**src/aon_pkg.sv**
```systemverilog
`default_nettype none

package aon_pkg;

  // Bus widths
  localparam int AW    = 15;
  localparam int DW    = 32;
  localparam int OFS_W = 8;   // Register offset bits seen by a target

  // Address map, the low-clock generator owns one 256-byte region
  localparam logic [AW-1:0] LCLKGEN_BASE       = 15'h200;
  localparam int            LCLKGEN_REGION_LSB = 8;

  // Low-clock generator registers
  localparam logic [OFS_W-1:0] LFXOSCCFG_OFS = 8'h00;
  localparam int               LFXOSCEN_BIT  = 30;
  localparam logic             LFXOSCEN_RST  = 1'b1;  // Oscillator runs out of reset

  // RTC registers
  localparam logic [OFS_W-1:0] RTC_CTRL_OFS  = 8'h40;
  localparam logic [OFS_W-1:0] RTC_COUNT_OFS = 8'h48;
  localparam logic [OFS_W-1:0] RTC_CMP_OFS   = 8'h50;
  localparam logic [OFS_W-1:0] RTC_IP_OFS    = 8'h58;
  localparam int               RTC_EN_BIT    = 0;
  localparam int               RTC_IP_BIT    = 0;
  // Compare parked at all ones so a counter sitting at zero raises nothing
  localparam logic [DW-1:0]    RTC_CMP_RST   = '1;

  // Splitter FSM
  typedef enum logic [1:0] {
    IDLE,
    WAIT_LCLK,
    WAIT_RTC
  } split_state_e;

  typedef enum logic {
    OP_WRITE,
    OP_READ
  } bus_op_e;

endpackage

`default_nettype wire

```
**src/aon_icb_iso_slice.sv**
```systemverilog
`timescale 1ns/1ns
`default_nettype none

module aon_icb_iso_slice (
  input  wire                     clk,
  input  wire                     i_rst_n,
  input  wire                     i_aon_iso,
  input  wire                     i_cmd_valid,
  output logic                    o_cmd_ready,
  input  wire  [aon_pkg::AW-1:0]  i_cmd_addr,
  input  wire                     i_cmd_read,
  input  wire  [aon_pkg::DW-1:0]  i_cmd_wdata,
  input  wire                     i_rsp_ready,
  output logic                    o_slc_cmd_valid,
  input  wire                     i_slc_cmd_ready,
  output logic [aon_pkg::AW-1:0]  o_slc_cmd_addr,
  output logic                    o_slc_cmd_read,
  output logic [aon_pkg::DW-1:0]  o_slc_cmd_wdata,
  output logic                    o_slc_rsp_ready
);

  logic                   iso_cmd_valid;
  logic [aon_pkg::AW-1:0] iso_cmd_addr;
  logic                   iso_cmd_read;
  logic [aon_pkg::DW-1:0] iso_cmd_wdata;
  logic                   slc_full_q;
  logic                   slc_load;
  logic                   slc_drain;

  // Clamp everything the host drives, it may be powered down
  assign iso_cmd_valid   = i_aon_iso ? 1'b0 : i_cmd_valid;
  assign iso_cmd_addr    = i_aon_iso ? '0   : i_cmd_addr;
  assign iso_cmd_read    = i_aon_iso ? 1'b0 : i_cmd_read;
  assign iso_cmd_wdata   = i_aon_iso ? '0   : i_cmd_wdata;
  assign o_slc_rsp_ready = i_aon_iso ? 1'b0 : i_rsp_ready;

  assign slc_drain   = slc_full_q & i_slc_cmd_ready;
  assign o_cmd_ready = ~slc_full_q | slc_drain;
  assign slc_load    = iso_cmd_valid & o_cmd_ready;

  always_ff @(posedge clk or negedge i_rst_n) begin
    if (!i_rst_n) begin
      slc_full_q <= 1'b0;
    end else if (slc_load) begin
      slc_full_q <= 1'b1;
    end else if (slc_drain) begin
      slc_full_q <= 1'b0;
    end
  end

  always_ff @(posedge clk) begin
    if (slc_load) begin
      o_slc_cmd_addr  <= iso_cmd_addr;
      o_slc_cmd_read  <= iso_cmd_read;
      o_slc_cmd_wdata <= iso_cmd_wdata;
    end
  end

  assign o_slc_cmd_valid = slc_full_q;

  // Command held in the slice must not change while the splitter stalls it
  a_slc_hold: assert property (@(posedge clk) disable iff (!i_rst_n)
    (slc_full_q && !i_slc_cmd_ready) |=> (slc_full_q && $stable(o_slc_cmd_addr)
      && $stable(o_slc_cmd_read) && $stable(o_slc_cmd_wdata)));

endmodule

`default_nettype wire

```
**src/aon_icb_split.sv**
```systemverilog
`timescale 1ns/1ns
`default_nettype none

module aon_icb_split (
  input  wire                        clk,
  input  wire                        i_rst_n,
  // From the iso slice
  input  wire                        i_cmd_valid,
  output logic                       o_cmd_ready,
  input  wire  [aon_pkg::AW-1:0]     i_cmd_addr,
  input  wire                        i_cmd_read,
  input  wire  [aon_pkg::DW-1:0]     i_cmd_wdata,
  output logic                       o_rsp_valid,
  input  wire                        i_rsp_ready,
  output logic [aon_pkg::DW-1:0]     o_rsp_rdata,
  // Low-clock generator target
  output logic                       o_lclk_cmd_valid,
  input  wire                        i_lclk_cmd_ready,
  output logic [aon_pkg::OFS_W-1:0]  o_lclk_cmd_addr,
  output logic                       o_lclk_cmd_read,
  output logic [aon_pkg::DW-1:0]     o_lclk_cmd_wdata,
  input  wire                        i_lclk_rsp_valid,
  output logic                       o_lclk_rsp_ready,
  input  wire  [aon_pkg::DW-1:0]     i_lclk_rsp_rdata,
  // RTC target
  output logic                       o_rtc_cmd_valid,
  input  wire                        i_rtc_cmd_ready,
  output logic [aon_pkg::OFS_W-1:0]  o_rtc_cmd_addr,
  output logic                       o_rtc_cmd_read,
  output logic [aon_pkg::DW-1:0]     o_rtc_cmd_wdata,
  input  wire                        i_rtc_rsp_valid,
  output logic                       o_rtc_rsp_ready,
  input  wire  [aon_pkg::DW-1:0]     i_rtc_rsp_rdata
);

  aon_pkg::split_state_e state_q;
  aon_pkg::split_state_e state_d;
  logic                  idle;
  logic                  sel_lclk;
  logic                  cmd_hsk;
  logic                  rsp_hsk;

  assign idle     = (state_q == aon_pkg::IDLE);
  assign sel_lclk = (i_cmd_addr[aon_pkg::AW-1:aon_pkg::LCLKGEN_REGION_LSB]
                     == aon_pkg::LCLKGEN_BASE[aon_pkg::AW-1:aon_pkg::LCLKGEN_REGION_LSB]);

  // Commands pass only from IDLE, which keeps a single one outstanding
  assign o_lclk_cmd_valid = idle & i_cmd_valid & sel_lclk;
  assign o_rtc_cmd_valid  = idle & i_cmd_valid & ~sel_lclk;
  assign o_cmd_ready      = idle & (sel_lclk ? i_lclk_cmd_ready : i_rtc_cmd_ready);
  assign cmd_hsk          = i_cmd_valid & o_cmd_ready;

  assign o_lclk_cmd_addr  = i_cmd_addr[aon_pkg::OFS_W-1:0];
  assign o_lclk_cmd_read  = i_cmd_read;
  assign o_lclk_cmd_wdata = i_cmd_wdata;
  assign o_rtc_cmd_addr   = i_cmd_addr[aon_pkg::OFS_W-1:0];
  assign o_rtc_cmd_read   = i_cmd_read;
  assign o_rtc_cmd_wdata  = i_cmd_wdata;

  assign o_lclk_rsp_ready = (state_q == aon_pkg::WAIT_LCLK) & i_rsp_ready;
  assign o_rtc_rsp_ready  = (state_q == aon_pkg::WAIT_RTC) & i_rsp_ready;

  always_comb begin
    o_rsp_valid = 1'b0;
    o_rsp_rdata = '0;
    case (state_q)
      aon_pkg::WAIT_LCLK: begin
        o_rsp_valid = i_lclk_rsp_valid;
        o_rsp_rdata = i_lclk_rsp_rdata;
      end
      aon_pkg::WAIT_RTC: begin
        o_rsp_valid = i_rtc_rsp_valid;
        o_rsp_rdata = i_rtc_rsp_rdata;
      end
      default: ;
    endcase
  end

  assign rsp_hsk = o_rsp_valid & i_rsp_ready;

  always_comb begin
    state_d = state_q;
    case (state_q)
      aon_pkg::IDLE: begin
        if (cmd_hsk) begin
          state_d = sel_lclk ? aon_pkg::WAIT_LCLK : aon_pkg::WAIT_RTC;
        end
      end
      aon_pkg::WAIT_LCLK,
      aon_pkg::WAIT_RTC: begin
        if (rsp_hsk) begin
          state_d = aon_pkg::IDLE;
        end
      end
      default: state_d = aon_pkg::IDLE;
    endcase
  end

  always_ff @(posedge clk or negedge i_rst_n) begin
    if (!i_rst_n) begin
      state_q <= aon_pkg::IDLE;
    end else begin
      state_q <= state_d;
    end
  end

  // A target takes a command only while no target still owes a response
  a_one_outstanding: assert property (@(posedge clk) disable iff (!i_rst_n)
    ((o_lclk_cmd_valid && i_lclk_cmd_ready) || (o_rtc_cmd_valid && i_rtc_cmd_ready))
      |-> !(i_lclk_rsp_valid || i_rtc_rsp_valid));

endmodule

`default_nettype wire

```
**src/aon_lclkgen_regs.sv**
```systemverilog
`timescale 1ns/1ns
`default_nettype none

module aon_lclkgen_regs (
  input  wire                        clk,
  input  wire                        i_rst_n,
  input  wire                        i_cmd_valid,
  output logic                       o_cmd_ready,
  input  wire  [aon_pkg::OFS_W-1:0]  i_cmd_addr,
  input  wire                        i_cmd_read,
  input  wire  [aon_pkg::DW-1:0]     i_cmd_wdata,
  output logic                       o_rsp_valid,
  input  wire                        i_rsp_ready,
  output logic [aon_pkg::DW-1:0]     o_rsp_rdata,
  output logic                       o_lfxoscen
);

  aon_pkg::bus_op_e       cmd_op;
  logic                   cmd_hsk;
  logic                   cfg_sel;
  logic                   lfxoscen_q;
  logic [aon_pkg::DW-1:0] rd_data;

  assign cmd_op      = i_cmd_read ? aon_pkg::OP_READ : aon_pkg::OP_WRITE;
  assign o_cmd_ready = ~o_rsp_valid;  // One response in flight at most
  assign cmd_hsk     = i_cmd_valid & o_cmd_ready;
  assign cfg_sel     = (i_cmd_addr == aon_pkg::LFXOSCCFG_OFS);

  always_comb begin
    rd_data = '0;
    if (cfg_sel) begin
      rd_data[aon_pkg::LFXOSCEN_BIT] = lfxoscen_q;
    end
  end

  always_ff @(posedge clk or negedge i_rst_n) begin
    if (!i_rst_n) begin
      lfxoscen_q <= aon_pkg::LFXOSCEN_RST;
    end else if (cmd_hsk && cfg_sel && cmd_op == aon_pkg::OP_WRITE) begin
      lfxoscen_q <= i_cmd_wdata[aon_pkg::LFXOSCEN_BIT];
    end
  end

  always_ff @(posedge clk or negedge i_rst_n) begin
    if (!i_rst_n) begin
      o_rsp_valid <= 1'b0;
    end else if (cmd_hsk) begin
      o_rsp_valid <= 1'b1;
    end else if (i_rsp_ready) begin
      o_rsp_valid <= 1'b0;
    end
  end

  // Writes answer with zero data
  always_ff @(posedge clk) begin
    if (cmd_hsk) begin
      o_rsp_rdata <= (cmd_op == aon_pkg::OP_READ) ? rd_data : '0;
    end
  end

  assign o_lfxoscen = lfxoscen_q;

endmodule

`default_nettype wire

```
**src/aon_rtc_regs.sv**
```systemverilog
`timescale 1ns/1ns
`default_nettype none

module aon_rtc_regs (
  input  wire                        clk,
  input  wire                        i_rst_n,
  input  wire                        i_cmd_valid,
  output logic                       o_cmd_ready,
  input  wire  [aon_pkg::OFS_W-1:0]  i_cmd_addr,
  input  wire                        i_cmd_read,
  input  wire  [aon_pkg::DW-1:0]     i_cmd_wdata,
  output logic                       o_rsp_valid,
  input  wire                        i_rsp_ready,
  output logic [aon_pkg::DW-1:0]     o_rsp_rdata,
  output logic                       o_rtc_irq
);

  aon_pkg::bus_op_e       cmd_op;
  logic                   cmd_hsk;
  logic                   wr_hsk;
  logic                   en_q;
  logic                   ip_q;
  logic [aon_pkg::DW-1:0] count_q;
  logic [aon_pkg::DW-1:0] cmp_q;
  logic [aon_pkg::DW-1:0] rd_data;

  assign cmd_op      = i_cmd_read ? aon_pkg::OP_READ : aon_pkg::OP_WRITE;
  assign o_cmd_ready = ~o_rsp_valid;
  assign cmd_hsk     = i_cmd_valid & o_cmd_ready;
  assign wr_hsk      = cmd_hsk & (cmd_op == aon_pkg::OP_WRITE);

  always_comb begin
    rd_data = '0;
    case (i_cmd_addr)
      aon_pkg::RTC_CTRL_OFS:  rd_data[aon_pkg::RTC_EN_BIT] = en_q;
      aon_pkg::RTC_COUNT_OFS: rd_data = count_q;
      aon_pkg::RTC_CMP_OFS:   rd_data = cmp_q;
      aon_pkg::RTC_IP_OFS:    rd_data[aon_pkg::RTC_IP_BIT] = ip_q;
      default: ;  // Unmapped reads as zero
    endcase
  end

  always_ff @(posedge clk or negedge i_rst_n) begin
    if (!i_rst_n) begin
      en_q    <= 1'b0;
      count_q <= '0;
      cmp_q   <= aon_pkg::RTC_CMP_RST;
      ip_q    <= 1'b0;
    end else begin
      if (wr_hsk && i_cmd_addr == aon_pkg::RTC_CTRL_OFS) begin
        en_q <= i_cmd_wdata[aon_pkg::RTC_EN_BIT];
      end
      if (wr_hsk && i_cmd_addr == aon_pkg::RTC_COUNT_OFS) begin
        count_q <= i_cmd_wdata;  // Load wins over the tick
      end else if (en_q) begin
        count_q <= count_q + 1'b1;
      end
      if (wr_hsk && i_cmd_addr == aon_pkg::RTC_CMP_OFS) begin
        cmp_q <= i_cmd_wdata;
      end
      // Sticky pending, write one to clear
      if (wr_hsk && i_cmd_addr == aon_pkg::RTC_IP_OFS && i_cmd_wdata[aon_pkg::RTC_IP_BIT]) begin
        ip_q <= 1'b0;
      end else if (count_q == cmp_q) begin
        ip_q <= 1'b1;
      end
    end
  end

  always_ff @(posedge clk or negedge i_rst_n) begin
    if (!i_rst_n) begin
      o_rsp_valid <= 1'b0;
    end else if (cmd_hsk) begin
      o_rsp_valid <= 1'b1;
    end else if (i_rsp_ready) begin
      o_rsp_valid <= 1'b0;
    end
  end

  always_ff @(posedge clk) begin
    if (cmd_hsk) begin
      o_rsp_rdata <= (cmd_op == aon_pkg::OP_READ) ? rd_data : '0;
    end
  end

  assign o_rtc_irq = ip_q;

  a_rsp_after_cmd: assert property (@(posedge clk) disable iff (!i_rst_n)
    $rose(o_rsp_valid) |-> $past(i_cmd_valid && o_cmd_ready));

endmodule

`default_nettype wire

```
**src/aon_icb_top.sv**
```systemverilog
`timescale 1ns/1ns
`default_nettype none

module aon_icb_top (
  input  wire                     clk,
  input  wire                     i_rst_n,
  input  wire                     i_aon_iso,
  input  wire                     i_cmd_valid,
  output logic                    o_cmd_ready,
  input  wire  [aon_pkg::AW-1:0]  i_cmd_addr,
  input  wire                     i_cmd_read,
  input  wire  [aon_pkg::DW-1:0]  i_cmd_wdata,
  output logic                    o_rsp_valid,
  input  wire                     i_rsp_ready,
  output logic [aon_pkg::DW-1:0]  o_rsp_rdata,
  output logic                    o_lfxoscen,
  output logic                    o_rtc_irq
);

  logic                      slc_cmd_valid;
  logic                      slc_cmd_ready;
  logic [aon_pkg::AW-1:0]    slc_cmd_addr;
  logic                      slc_cmd_read;
  logic [aon_pkg::DW-1:0]    slc_cmd_wdata;
  logic                      slc_rsp_ready;

  logic                      lclk_cmd_valid;
  logic                      lclk_cmd_ready;
  logic [aon_pkg::OFS_W-1:0] lclk_cmd_addr;
  logic                      lclk_cmd_read;
  logic [aon_pkg::DW-1:0]    lclk_cmd_wdata;
  logic                      lclk_rsp_valid;
  logic                      lclk_rsp_ready;
  logic [aon_pkg::DW-1:0]    lclk_rsp_rdata;

  logic                      rtc_cmd_valid;
  logic                      rtc_cmd_ready;
  logic [aon_pkg::OFS_W-1:0] rtc_cmd_addr;
  logic                      rtc_cmd_read;
  logic [aon_pkg::DW-1:0]    rtc_cmd_wdata;
  logic                      rtc_rsp_valid;
  logic                      rtc_rsp_ready;
  logic [aon_pkg::DW-1:0]    rtc_rsp_rdata;

  aon_icb_iso_slice u_iso_slice (
    .clk             (clk),
    .i_rst_n         (i_rst_n),
    .i_aon_iso       (i_aon_iso),
    .i_cmd_valid     (i_cmd_valid),
    .o_cmd_ready     (o_cmd_ready),
    .i_cmd_addr      (i_cmd_addr),
    .i_cmd_read      (i_cmd_read),
    .i_cmd_wdata     (i_cmd_wdata),
    .i_rsp_ready     (i_rsp_ready),
    .o_slc_cmd_valid (slc_cmd_valid),
    .i_slc_cmd_ready (slc_cmd_ready),
    .o_slc_cmd_addr  (slc_cmd_addr),
    .o_slc_cmd_read  (slc_cmd_read),
    .o_slc_cmd_wdata (slc_cmd_wdata),
    .o_slc_rsp_ready (slc_rsp_ready)
  );

  // Response side goes out unisolated
  aon_icb_split u_split (
    .clk              (clk),
    .i_rst_n          (i_rst_n),
    .i_cmd_valid      (slc_cmd_valid),
    .o_cmd_ready      (slc_cmd_ready),
    .i_cmd_addr       (slc_cmd_addr),
    .i_cmd_read       (slc_cmd_read),
    .i_cmd_wdata      (slc_cmd_wdata),
    .o_rsp_valid      (o_rsp_valid),
    .i_rsp_ready      (slc_rsp_ready),
    .o_rsp_rdata      (o_rsp_rdata),
    .o_lclk_cmd_valid (lclk_cmd_valid),
    .i_lclk_cmd_ready (lclk_cmd_ready),
    .o_lclk_cmd_addr  (lclk_cmd_addr),
    .o_lclk_cmd_read  (lclk_cmd_read),
    .o_lclk_cmd_wdata (lclk_cmd_wdata),
    .i_lclk_rsp_valid (lclk_rsp_valid),
    .o_lclk_rsp_ready (lclk_rsp_ready),
    .i_lclk_rsp_rdata (lclk_rsp_rdata),
    .o_rtc_cmd_valid  (rtc_cmd_valid),
    .i_rtc_cmd_ready  (rtc_cmd_ready),
    .o_rtc_cmd_addr   (rtc_cmd_addr),
    .o_rtc_cmd_read   (rtc_cmd_read),
    .o_rtc_cmd_wdata  (rtc_cmd_wdata),
    .i_rtc_rsp_valid  (rtc_rsp_valid),
    .o_rtc_rsp_ready  (rtc_rsp_ready),
    .i_rtc_rsp_rdata  (rtc_rsp_rdata)
  );

  aon_lclkgen_regs u_lclkgen_regs (
    .clk         (clk),
    .i_rst_n     (i_rst_n),
    .i_cmd_valid (lclk_cmd_valid),
    .o_cmd_ready (lclk_cmd_ready),
    .i_cmd_addr  (lclk_cmd_addr),
    .i_cmd_read  (lclk_cmd_read),
    .i_cmd_wdata (lclk_cmd_wdata),
    .o_rsp_valid (lclk_rsp_valid),
    .i_rsp_ready (lclk_rsp_ready),
    .o_rsp_rdata (lclk_rsp_rdata),
    .o_lfxoscen  (o_lfxoscen)
  );

  aon_rtc_regs u_rtc_regs (
    .clk         (clk),
    .i_rst_n     (i_rst_n),
    .i_cmd_valid (rtc_cmd_valid),
    .o_cmd_ready (rtc_cmd_ready),
    .i_cmd_addr  (rtc_cmd_addr),
    .i_cmd_read  (rtc_cmd_read),
    .i_cmd_wdata (rtc_cmd_wdata),
    .o_rsp_valid (rtc_rsp_valid),
    .i_rsp_ready (rtc_rsp_ready),
    .o_rsp_rdata (rtc_rsp_rdata),
    .o_rtc_irq   (o_rtc_irq)
  );

endmodule

`default_nettype wire

```
**config.mk**
```make
export PLATFORM = sky130hd
export DESIGN_NAME = aon_icb_top
export DESIGN_NICKNAME = d
export VERILOG_FILES = /design/src/aon_pkg.sv /design/src/aon_icb_iso_slice.sv /design/src/aon_icb_split.sv /design/src/aon_lclkgen_regs.sv /design/src/aon_rtc_regs.sv /design/src/aon_icb_top.sv
export SDC_FILE = /design/constraint.sdc
export NUM_CORES = 1
export LEC_CHECK = 0
export ABC_AREA = 1
export BUFFER_PORTS_ARGS = -buffer_cell sky130_fd_sc_hd__buf_2
export CELL_PAD_IN_SITES_DETAIL_PLACEMENT = 1
export CELL_PAD_IN_SITES_GLOBAL_PLACEMENT = 1
export CORE_UTILIZATION = 40
export CTS_CLUSTER_DIAMETER = 150
export CTS_CLUSTER_SIZE = 24
export DETAILED_ROUTE_END_ITERATION = 16
export GPL_TIMING_DRIVEN = 0
export PLACE_DENSITY = 0.79
export SLEW_MARGIN = 20
export SYNTH_ARGS = -nofsm -noshare
export SYNTH_HDL_FRONTEND = slang
export SYNTH_SLANG_ARGS = --single-unit
```
**constraint.sdc**
```tcl
create_clock -name clk -period 4.2 [get_ports clk]
set_input_delay 0.42 -clock clk [delete_from_list [all_inputs] [get_ports clk]]
set_output_delay 0.42 -clock clk [all_outputs]
set_load 0.02 [all_outputs]
```
**Word level (Yosys, flattened, before mapping)**

Index checks and enable logic that the tools add are counted.

- Flip-flop bits (word level): 184
- Bits of input ports: 53
- Output and inout port bits: 36
- Word-level logic and storage cells: 83

- Add/sub/neg operators: 1
- Equal/unequal tests: 10
- Muxes and demuxes: 22
- Bitwise operators: 18
- Reduce and logical (&&, ||, !) cells: 17

Operators by type and width:

| kind | number |
|---|---|
| $mux 32 | 2 |
| $pmux 32 s2 | 1 |
| $pmux 31 s2 | 1 |
| $add 32x1->32 const B | 1 |
| $eq 32x32->1 | 1 |
| $eq 8x7->1 const B | 4 |
| $and 1x1->1 | 12 |
| $mux 1 | 12 |
| $reduce_bool 2->1 | 5 |
| $logic_not 8->1 | 1 |
| $eq 7x2->1 const B | 1 |
| $logic_and 1x1->1 | 7 |
| $mux 2 | 3 |
| $not 1->1 | 5 |
| $pmux 1 s4 | 1 |
| $pmux 2 s2 | 1 |
| $reduce_and 2->1 | 2 |
| $eq 2x1->1 const B | 1 |
| $eq 2x2->1 const B | 1 |
| $logic_not 2->1 | 1 |
| $ne 2x1->1 const B | 1 |
| $ne 2x2->1 const B | 1 |
| $pmux 1 s2 | 1 |
| $reduce_or 2->1 | 1 |
| $or 1x1->1 | 1 |

**Logic depth before layout (Yosys ltp)**

- Word-level depth: 8
- Mapped depth: 11
- Depth with buffers taken out: 11

**By module**

From an unflattened synthesis, not the netlist that was laid out.

- Cell total of the unflattened synthesis: 1,227
- Area total of the unflattened synthesis: 9,511.6 sq um

By module, submodules not included:

| module | instances | cells an instance | area each (sq um) | seq. area each (sq um) |
|---|---|---|---|---|
| aon_rtc_regs | 1 | 773 | 5,844.4 | 2,677.6 |
| aon_icb_iso_slice | 1 | 161 | 1,911.8 | 1,466.4 |
| aon_icb_split | 1 | 237 | 1,353.8 | 50.0 |
| aon_lclkgen_regs | 1 | 56 | 401.6 | 81.3 |

**Worst setup path before layout**

Ideal clock, no wire load.

- Kind: reg-to-reg
- Start point: register u_iso_slice.o_slc_cmd_addr[13] in the netlist's numbering
- End point: register u_iso_slice.o_slc_cmd_addr[0] in the netlist's numbering (enable)
- Data arrival time: 3.248 ns
- Required time: 3.746 ns
- Slack: 0.499 ns
- Cell stages (with the launch flop): 10
- Buffers on the path: 0
- Clock period less this slack: 3.701 ns
- Path through: edfxtp_1 -> nor2_1 -> nand2_1 -> nor2_1 -> inv_1 -> nor2_1 -> nand2_1 -> nand3_1 -> nand2_1 -> nor2_1

- Word-level cells in the longest chain between the ends: 6

Ends and longest elaborated chain:

| item | line | source |
|---|---|---|
| start, declared | aon_icb_iso_slice.sv:16 | `output logic [aon_pkg::AW-1:0] o_slc_cmd_addr,` |
| start signal, assigned | aon_icb_iso_slice.sv:53 | `o_slc_cmd_addr <= iso_cmd_addr;` |
| $eq 7x2->1 | aon_icb_split.sv:45 | `== aon_pkg::LCLKGEN_BASE[aon_pkg::AW-1:aon_pkg::LCLKGEN_REGION_LSB]);` |
| $mux 1 | aon_icb_split.sv:50 | `assign o_cmd_ready = idle & (sel_lclk ? i_lclk_cmd_ready : i_rtc_cmd_ready);` |
| $and 1x1->1 | aon_icb_split.sv:50 |  |
| $and 1x1->1 | aon_icb_iso_slice.sv:37 | `assign slc_drain = slc_full_q & i_slc_cmd_ready;` |
| $or 1x1->1 | aon_icb_iso_slice.sv:38 | `assign o_cmd_ready = ~slc_full_q \| slc_drain;` |
| net o_cmd_ready | aon_icb_top.sv:9 | `output logic o_cmd_ready,` |
| $and 1x1->1 | aon_icb_iso_slice.sv:39 | `assign slc_load = iso_cmd_valid & o_cmd_ready;` |
| net u_iso_slice.slc_load | aon_icb_iso_slice.sv:27 | `logic slc_load;` |

The timed path passes the listed nets, and every way through them passes these cells.
A chain may end at the register's enable or synchronous reset.

**Final worst setup path**

- Start point: register u_split.state_q[0]
- End point: output port o_rsp_rdata[0] in the netlist's numbering

- Word-level cells in the longest chain between the ends: 2

Ends and longest elaborated chain:

| item | line | source |
|---|---|---|
| start, declared | aon_icb_split.sv:36 | `aon_pkg::split_state_e state_q;` |
| start signal, assigned | aon_icb_split.sv:101 | `state_q <= aon_pkg::IDLE;` |
| start signal, assigned | aon_icb_split.sv:103 | `state_q <= state_d;` |
| $eq 2x2->1 or $eq 2x1->1 (tied branches) | aon_icb_split.sv:66 | `case (state_q)` |
| $pmux 32 s2 (*) | aon_icb_split.sv:66 |  |
| end, declared | aon_icb_top.sv:15 | `output logic [aon_pkg::DW-1:0] o_rsp_rdata,` |

Mark *: on every way between the ends. The rest lies on a longest branch, timed or not.

==> report_table.html <==
<table>
<tr><th>Metric</th><th>Value</th></tr>
<tr><th colspan="2">GRT</th></tr>
<tr><td>Initial antenna violation count</td><td>0</td></tr>
<tr><td>Largest net degree at the start of global routing</td><td>40</td></tr>
<tr><td>First-pass GRT wire length</td><td>between 40 and 50 mm</td></tr>
<tr><td>Grt total ovfl</td><td>0</td></tr>
<tr><td>Number of global-route vias before repair</td><td>roughly 7700</td></tr>
<tr><td>GR Util All Layers</td><td>24.4%</td></tr>
<tr><th colspan="2">Worst setup path</th></tr>
<tr><td>Worst-path cell chain</td><td>inv_1 -&gt; ha_1 -&gt; clkbuf_1 -&gt; clkbuf_1 -&gt; nand2_1 -&gt; inv_1 -&gt; buf_2</td></tr>
<tr><td>Max stage delay cell, worst path</td><td>clkbuf_1</td></tr>
<tr><td>FF-to-FF End</td><td>u_iso_slice.o_slc_cmd_wdata[0]$_SDFFCE_PP0P_</td></tr>
<tr><td>Sort of element at the start of the critical path</td><td>register</td></tr>
<tr><td>CP Buf/Inv Count</td><td>5</td></tr>
<tr><td>R2R depth</td><td>10</td></tr>
<tr><td>Kind of critical path</td><td>register to output pin</td></tr>
<tr><td>Minimum setup slack among reg-to-reg paths</td><td>between 1.5 and 2 ns</td></tr>
<tr><td>Critical Path Sink Type</td><td>output pin</td></tr>
<tr><td>Largest stage delay on the critical path</td><td>0.67 ns</td></tr>
<tr><td>Reg-to-reg critical path startpoint</td><td>u_iso_slice.o_slc_cmd_addr[13]$_SDFFCE_PP0P_</td></tr>
<tr><td>Required arrival time at the worst endpoint</td><td>approximately 3.8 ns</td></tr>
<tr><td>Crit path max-delay family</td><td>buffers and inverters</td></tr>
<tr><td>Worst path arrival time</td><td>approximately 2.5 ns</td></tr>
<tr><td>Maximum net fanout on the critical path</td><td>10</td></tr>
<tr><th colspan="2">Synthesis</th></tr>
<tr><td>Net count after synthesis</td><td>approximately 1200</td></tr>
<tr><td>Cell type contributing the most total cell area after synthesis</td><td>edfxtp_1</td></tr>
<tr><td>Per-instance average area after synthesis</td><td>7.62 um^2</td></tr>
<tr><td>Netlist area before placement</td><td>8460 um^2</td></tr>
<tr><td>Gate count after technology mapping</td><td>~1100</td></tr>
<tr><td>Yosys top cell area share</td><td>between 20 and 30%</td></tr>
<tr><td>Yosys warning count</td><td>0</td></tr>
<tr><td>Main area contributors after synthesis</td><td>edfxtp_1, nand2_1, dfrtp_1, dfstp_2, nand3_1</td></tr>
<tr><td>FF+latch count, synth</td><td>approximately 150</td></tr>
<tr><td>Number of unique standard cell types used by synthesis</td><td>34</td></tr>
<tr><td>Fraction of the yosys area taken by sequential cells</td><td>between 50% and 60%</td></tr>
<tr><th colspan="2">Worst hold path</th></tr>
<tr><td>Worst hold-check path type</td><td>input port to register</td></tr>
<tr><td>Min-delay src</td><td>i_cmd_wdata[8]</td></tr>
<tr><td>Hold worst-path end</td><td>u_iso_slice.o_slc_cmd_wdata[8]$_SDFFCE_PP0P_</td></tr>
<tr><td>Worst hold path depth</td><td>3</td></tr>
<tr><th colspan="2">Power</th></tr>
<tr><td>Power, Total</td><td>between 3 and 4 mW</td></tr>
<tr><td>Clock power frac</td><td>49.9%</td></tr>
<tr><td>Net switching power</td><td>738 uW</td></tr>
<tr><td>Peak VDD IR</td><td>around 0.00025 V</td></tr>
<tr><td>Net Sw Frac</td><td>between 20 and 25%</td></tr>
<tr><td>Power per unit of standard cell area</td><td>approximately 330 nW/um^2</td></tr>
<tr><td>Int Power</td><td>between 2 and 3 mW</td></tr>
<tr><td>Sequential fraction of design power</td><td>between 40% and 50%</td></tr>
<tr><td>Leakage power total</td><td>between 4 and 5 nW</td></tr>
<tr><td>Combinational group share of total power</td><td>roughly 2.2%</td></tr>
<tr><th colspan="2">Route</th></tr>
<tr><td>Final ANT Viol Nets</td><td>0</td></tr>
<tr><td>Count of TritonRoute iterations in the first routing pass</td><td>7</td></tr>
<tr><td>Overall via count from detail_route</td><td>approximately 7500</td></tr>
<tr><td>DR DRC count</td><td>0</td></tr>
<tr><td>Post-DR vias/cell</td><td>between 5 and 6</td></tr>
<tr><td>Average wire per standard cell</td><td>roughly 17 um</td></tr>
<tr><td>1st-iter DRT viols</td><td>between 400 and 500</td></tr>
<tr><td>Drt total wl</td><td>~25 mm</td></tr>
<tr><th colspan="2">Final layout</th></tr>
<tr><td>Final core utilization</td><td>48.3%</td></tr>
<tr><td>Net count of the finished layout</td><td>roughly 1300</td></tr>
<tr><td>Combined area of the multi-input logic cells</td><td>~3300 um^2</td></tr>
<tr><td>Leading cell type in the layout, fill and taps excluded</td><td>nand2_1</td></tr>
<tr><td>Share of final-layout standard cells stronger than drive strength 1</td><td>~16%</td></tr>
<tr><td>Signed area change from the synthesized netlist to the final layout</td><td>17.2%</td></tr>
<tr><td>Sequential standard cell area</td><td>4280 um^2</td></tr>
<tr><td>Top library cells by usage in the layout, fill and taps aside</td><td>nand2_1, inv_1, nand3_1</td></tr>
<tr><td>Fillers</td><td>between 2000 and 3000</td></tr>
<tr><td>Post-route design area</td><td>9910 um^2</td></tr>
<tr><td>Ant diodes</td><td>0</td></tr>
<tr><th colspan="2">Run</th></tr>
<tr><td>Maxcap violations</td><td>0</td></tr>
<tr><th colspan="2">Clock network</th></tr>
<tr><td>CTS max path bufs</td><td>2</td></tr>
<tr><td>Cell chosen for the clock root</td><td>clkbuf_16</td></tr>
<tr><td>H-tree depth</td><td>4</td></tr>
<tr><td>Clock buffer count from CTS</td><td>17</td></tr>
<tr><td># clock sinks</td><td>between 150 and 200</td></tr>
<tr><td>TritonCTS clock tree</td><td>yes</td></tr>
<tr><td>Worst-skew pair later-pin latency</td><td>0.44 ns</td></tr>
<tr><td>Clock transition at the registers of the reported paths</td><td>~0.070 ns</td></tr>
<tr><th colspan="2">Status</th></tr>
<tr><td>Result of the run</td><td>complete, no violations</td></tr>
<tr><th colspan="2">Floorplan</th></tr>
<tr><td>Core area</td><td>approximately 20000 um^2</td></tr>
<tr><td>Starting utilization of the core area</td><td>between 40% and 50%</td></tr>
<tr><td>FP Rows</td><td>52</td></tr>
<tr><td>Floorplan die height</td><td>147 um</td></tr>
<tr><td>Boundary pin count</td><td>about 90</td></tr>
<tr><td>Width of the die</td><td>~150 um</td></tr>
<tr><td>Die area</td><td>21700 um^2</td></tr>
<tr><th colspan="2">Timing</th></tr>
<tr><td>Tightest slew margin relative to the limit</td><td>between 40% and 50%</td></tr>
<tr><td>Final worst clock skew</td><td>between 0.01 and 0.015 ns</td></tr>
<tr><td>Aggregate negative setup slack</td><td>0 ns</td></tr>
<tr><td>Fmax achieved</td><td>344 MHz</td></tr>
<tr><td>Measured slew at the worst slew-check pin</td><td>between 0.8 and 0.9 ns</td></tr>
<tr><td>Min setup slack post-route</td><td>~1.3 ns</td></tr>
<tr><td>Fin crit period</td><td>approximately 2.9 ns</td></tr>
<tr><td>Fin crit share</td><td>a little under 70%</td></tr>
<tr><td>Count of endpoints failing hold in the final timing report</td><td>0</td></tr>
<tr><td>Count of final max-slew check failures</td><td>0</td></tr>
<tr><td>Unrepaired setup endpoints after global routing</td><td>no</td></tr>
<tr><td>Final setup viols</td><td>0</td></tr>
<tr><th colspan="2">Placement</th></tr>
<tr><td>Half-perimeter wire length after detailed placement</td><td>around 18 mm</td></tr>
<tr><td>Routability congestion estimate</td><td>approximately 0.91</td></tr>
<tr><td>Post-placement cell area</td><td>around 9300 um^2</td></tr>
<tr><td>Setup Slack @ Placement</td><td>1.53 ns</td></tr>
<tr><td>Number of buffer cells added on primary ports</td><td>87</td></tr>
</table>
==> synth_stat cells, drive strengths merged <==
library cell  count
ha                4
nand3b            7
and3              1
inv             146
clkbuf           33
o22ai             1
buf              28
nand4             2
edfxtp           81
nand3           128
xor2              1
o31ai             1
a21oi            40
o21bai            2
dfrtp            39
nor3              2
nor2            125
nand2           378
dfstp            33
xnor2            23
clkinv            1
or2               2
o21ai            31
==> worst reg2reg max path: cells and delay by family, from the launching register on <==
family	cells	cell delay [ns]
AND/OR/NAND/NOR	8	1.51
buffers and inverters	2	0.39
flip-flops	1	0.38
==> flip-flops by register name (all words and copies together) (netlist names) <==
signal                       cells
u_iso_slice.o_slc_cmd_addr      15
u_iso_slice.o_slc_cmd_read       1
u_iso_slice.o_slc_cmd_valid      1
u_iso_slice.o_slc_cmd_wdata     32
u_lclkgen_regs.o_lfxoscen        1
u_lclkgen_regs.o_rsp_rdata       1
u_lclkgen_regs.o_rsp_valid       1
u_rtc_regs.cmp_q                32
u_rtc_regs.count_q              32
u_rtc_regs.en_q                  1
u_rtc_regs.o_rsp_rdata          32
u_rtc_regs.o_rsp_valid           1
u_rtc_regs.o_rtc_irq             1
u_split.state_q                  2
==> repair_timing <==
| action | 4_1_cts | 5_1_grt |
|---|---|---|
| gates resized for setup | 0 | 0 |
| hold buffers | 1 | 0 |
| buffers inserted | 0 | 0 |
| endpoints found under the hold margin | 19 | 0 |
==> cell type report <==
class,instances,area share [%]
Tap cell,270,3.41
Timing Repair Buffer,90,4.92
Clock inverter,12,1.53
Sequential cell,153,43.1
Clock buffer,20,4.72
Buffer,61,3.11
Multi-Input combinational cell,748,33.6
Inverter,147,5.57
==> worst max path at each step <==
| stage | depth (start not counted) | start | to | slack, ns |
|---|---|---|---|---|
| 2_1_floorplan | 9 | u_iso_slice.o_slc_cmd_addr[13]$_SDFFCE_PP0P_ | u_iso_slice.o_slc_cmd_addr[0]$_SDFFCE_PP0P_ | 0.50 |
| 3_3_place_gp | 9 | u_iso_slice.o_slc_cmd_addr[13]$_SDFFCE_PP0P_ | u_iso_slice.o_slc_cmd_wdata[9]$_SDFFCE_PP0P_ | -0.75 |
| 3_5_place_dp | 10 | u_iso_slice.o_slc_cmd_addr[13]$_SDFFCE_PP0P_ | u_iso_slice.o_slc_cmd_wdata[8]$_SDFFCE_PP0P_ | 1.53 |
| 4_1_cts | 7 | u_split.state_q[0]$_DFFE_PN0P_ | o_rsp_rdata[0] | 1.25 |
| 5_1_grt | 7 | u_split.state_q[0]$_DFFE_PN0P_ | o_rsp_rdata[0] | 1.12 |
| 6_report | 7 | u_split.state_q[0]$_DFFE_PN0P_ | o_rsp_rdata[0] | 1.30 |
==> per-stage QoR <==
step / hold slack, ns / cells
2_1_floorplan: 0.124 / 1109
3_3_place_gp: 0.465 / 1466
3_5_place_dp: 0.428 / 1468
4_1_cts: 0.257 / 1501
6_report: 0.261 / 1501
5_1_grt: 0.259 / 1501
==> power groups by stage <==
stage | sequential (mW) | clock (mW) | combinational (mW)
2_1_floorplan | 1.61 | 0 | 0.0243
3_3_place_gp | 1.61 | 0 | 0.0688
3_5_place_dp | 1.61 | 0 | 0.0758
4_1_cts | 1.58 | 1.65 | 0.0765
5_1_grt | 1.58 | 1.70 | 0.0847
6_report | 1.58 | 1.64 | 0.0736
==> layer usage <==
metal | track usage [%] | wire length (um)
met3 | 4.14 | 840
met2 | 42.4 | 12200
met1 | 31.1 | 11400
met4 | 7.47 | 498
met5 | 0 | 0
==> logic make-up after synthesis <==
logic type                 Yosys count  share of synthesized area [%]
AOI/OAI and AO/OA                   75                           4.54
xor gates and xnor gates            24                           2.49
adders and majority gates            4                          0.592
buffers and inverters              208                           10.2
DFF                                153                           50.6
and+or+nand+nor                    645                           31.7
Note: power is estimated with default switching activity, not from simulation.
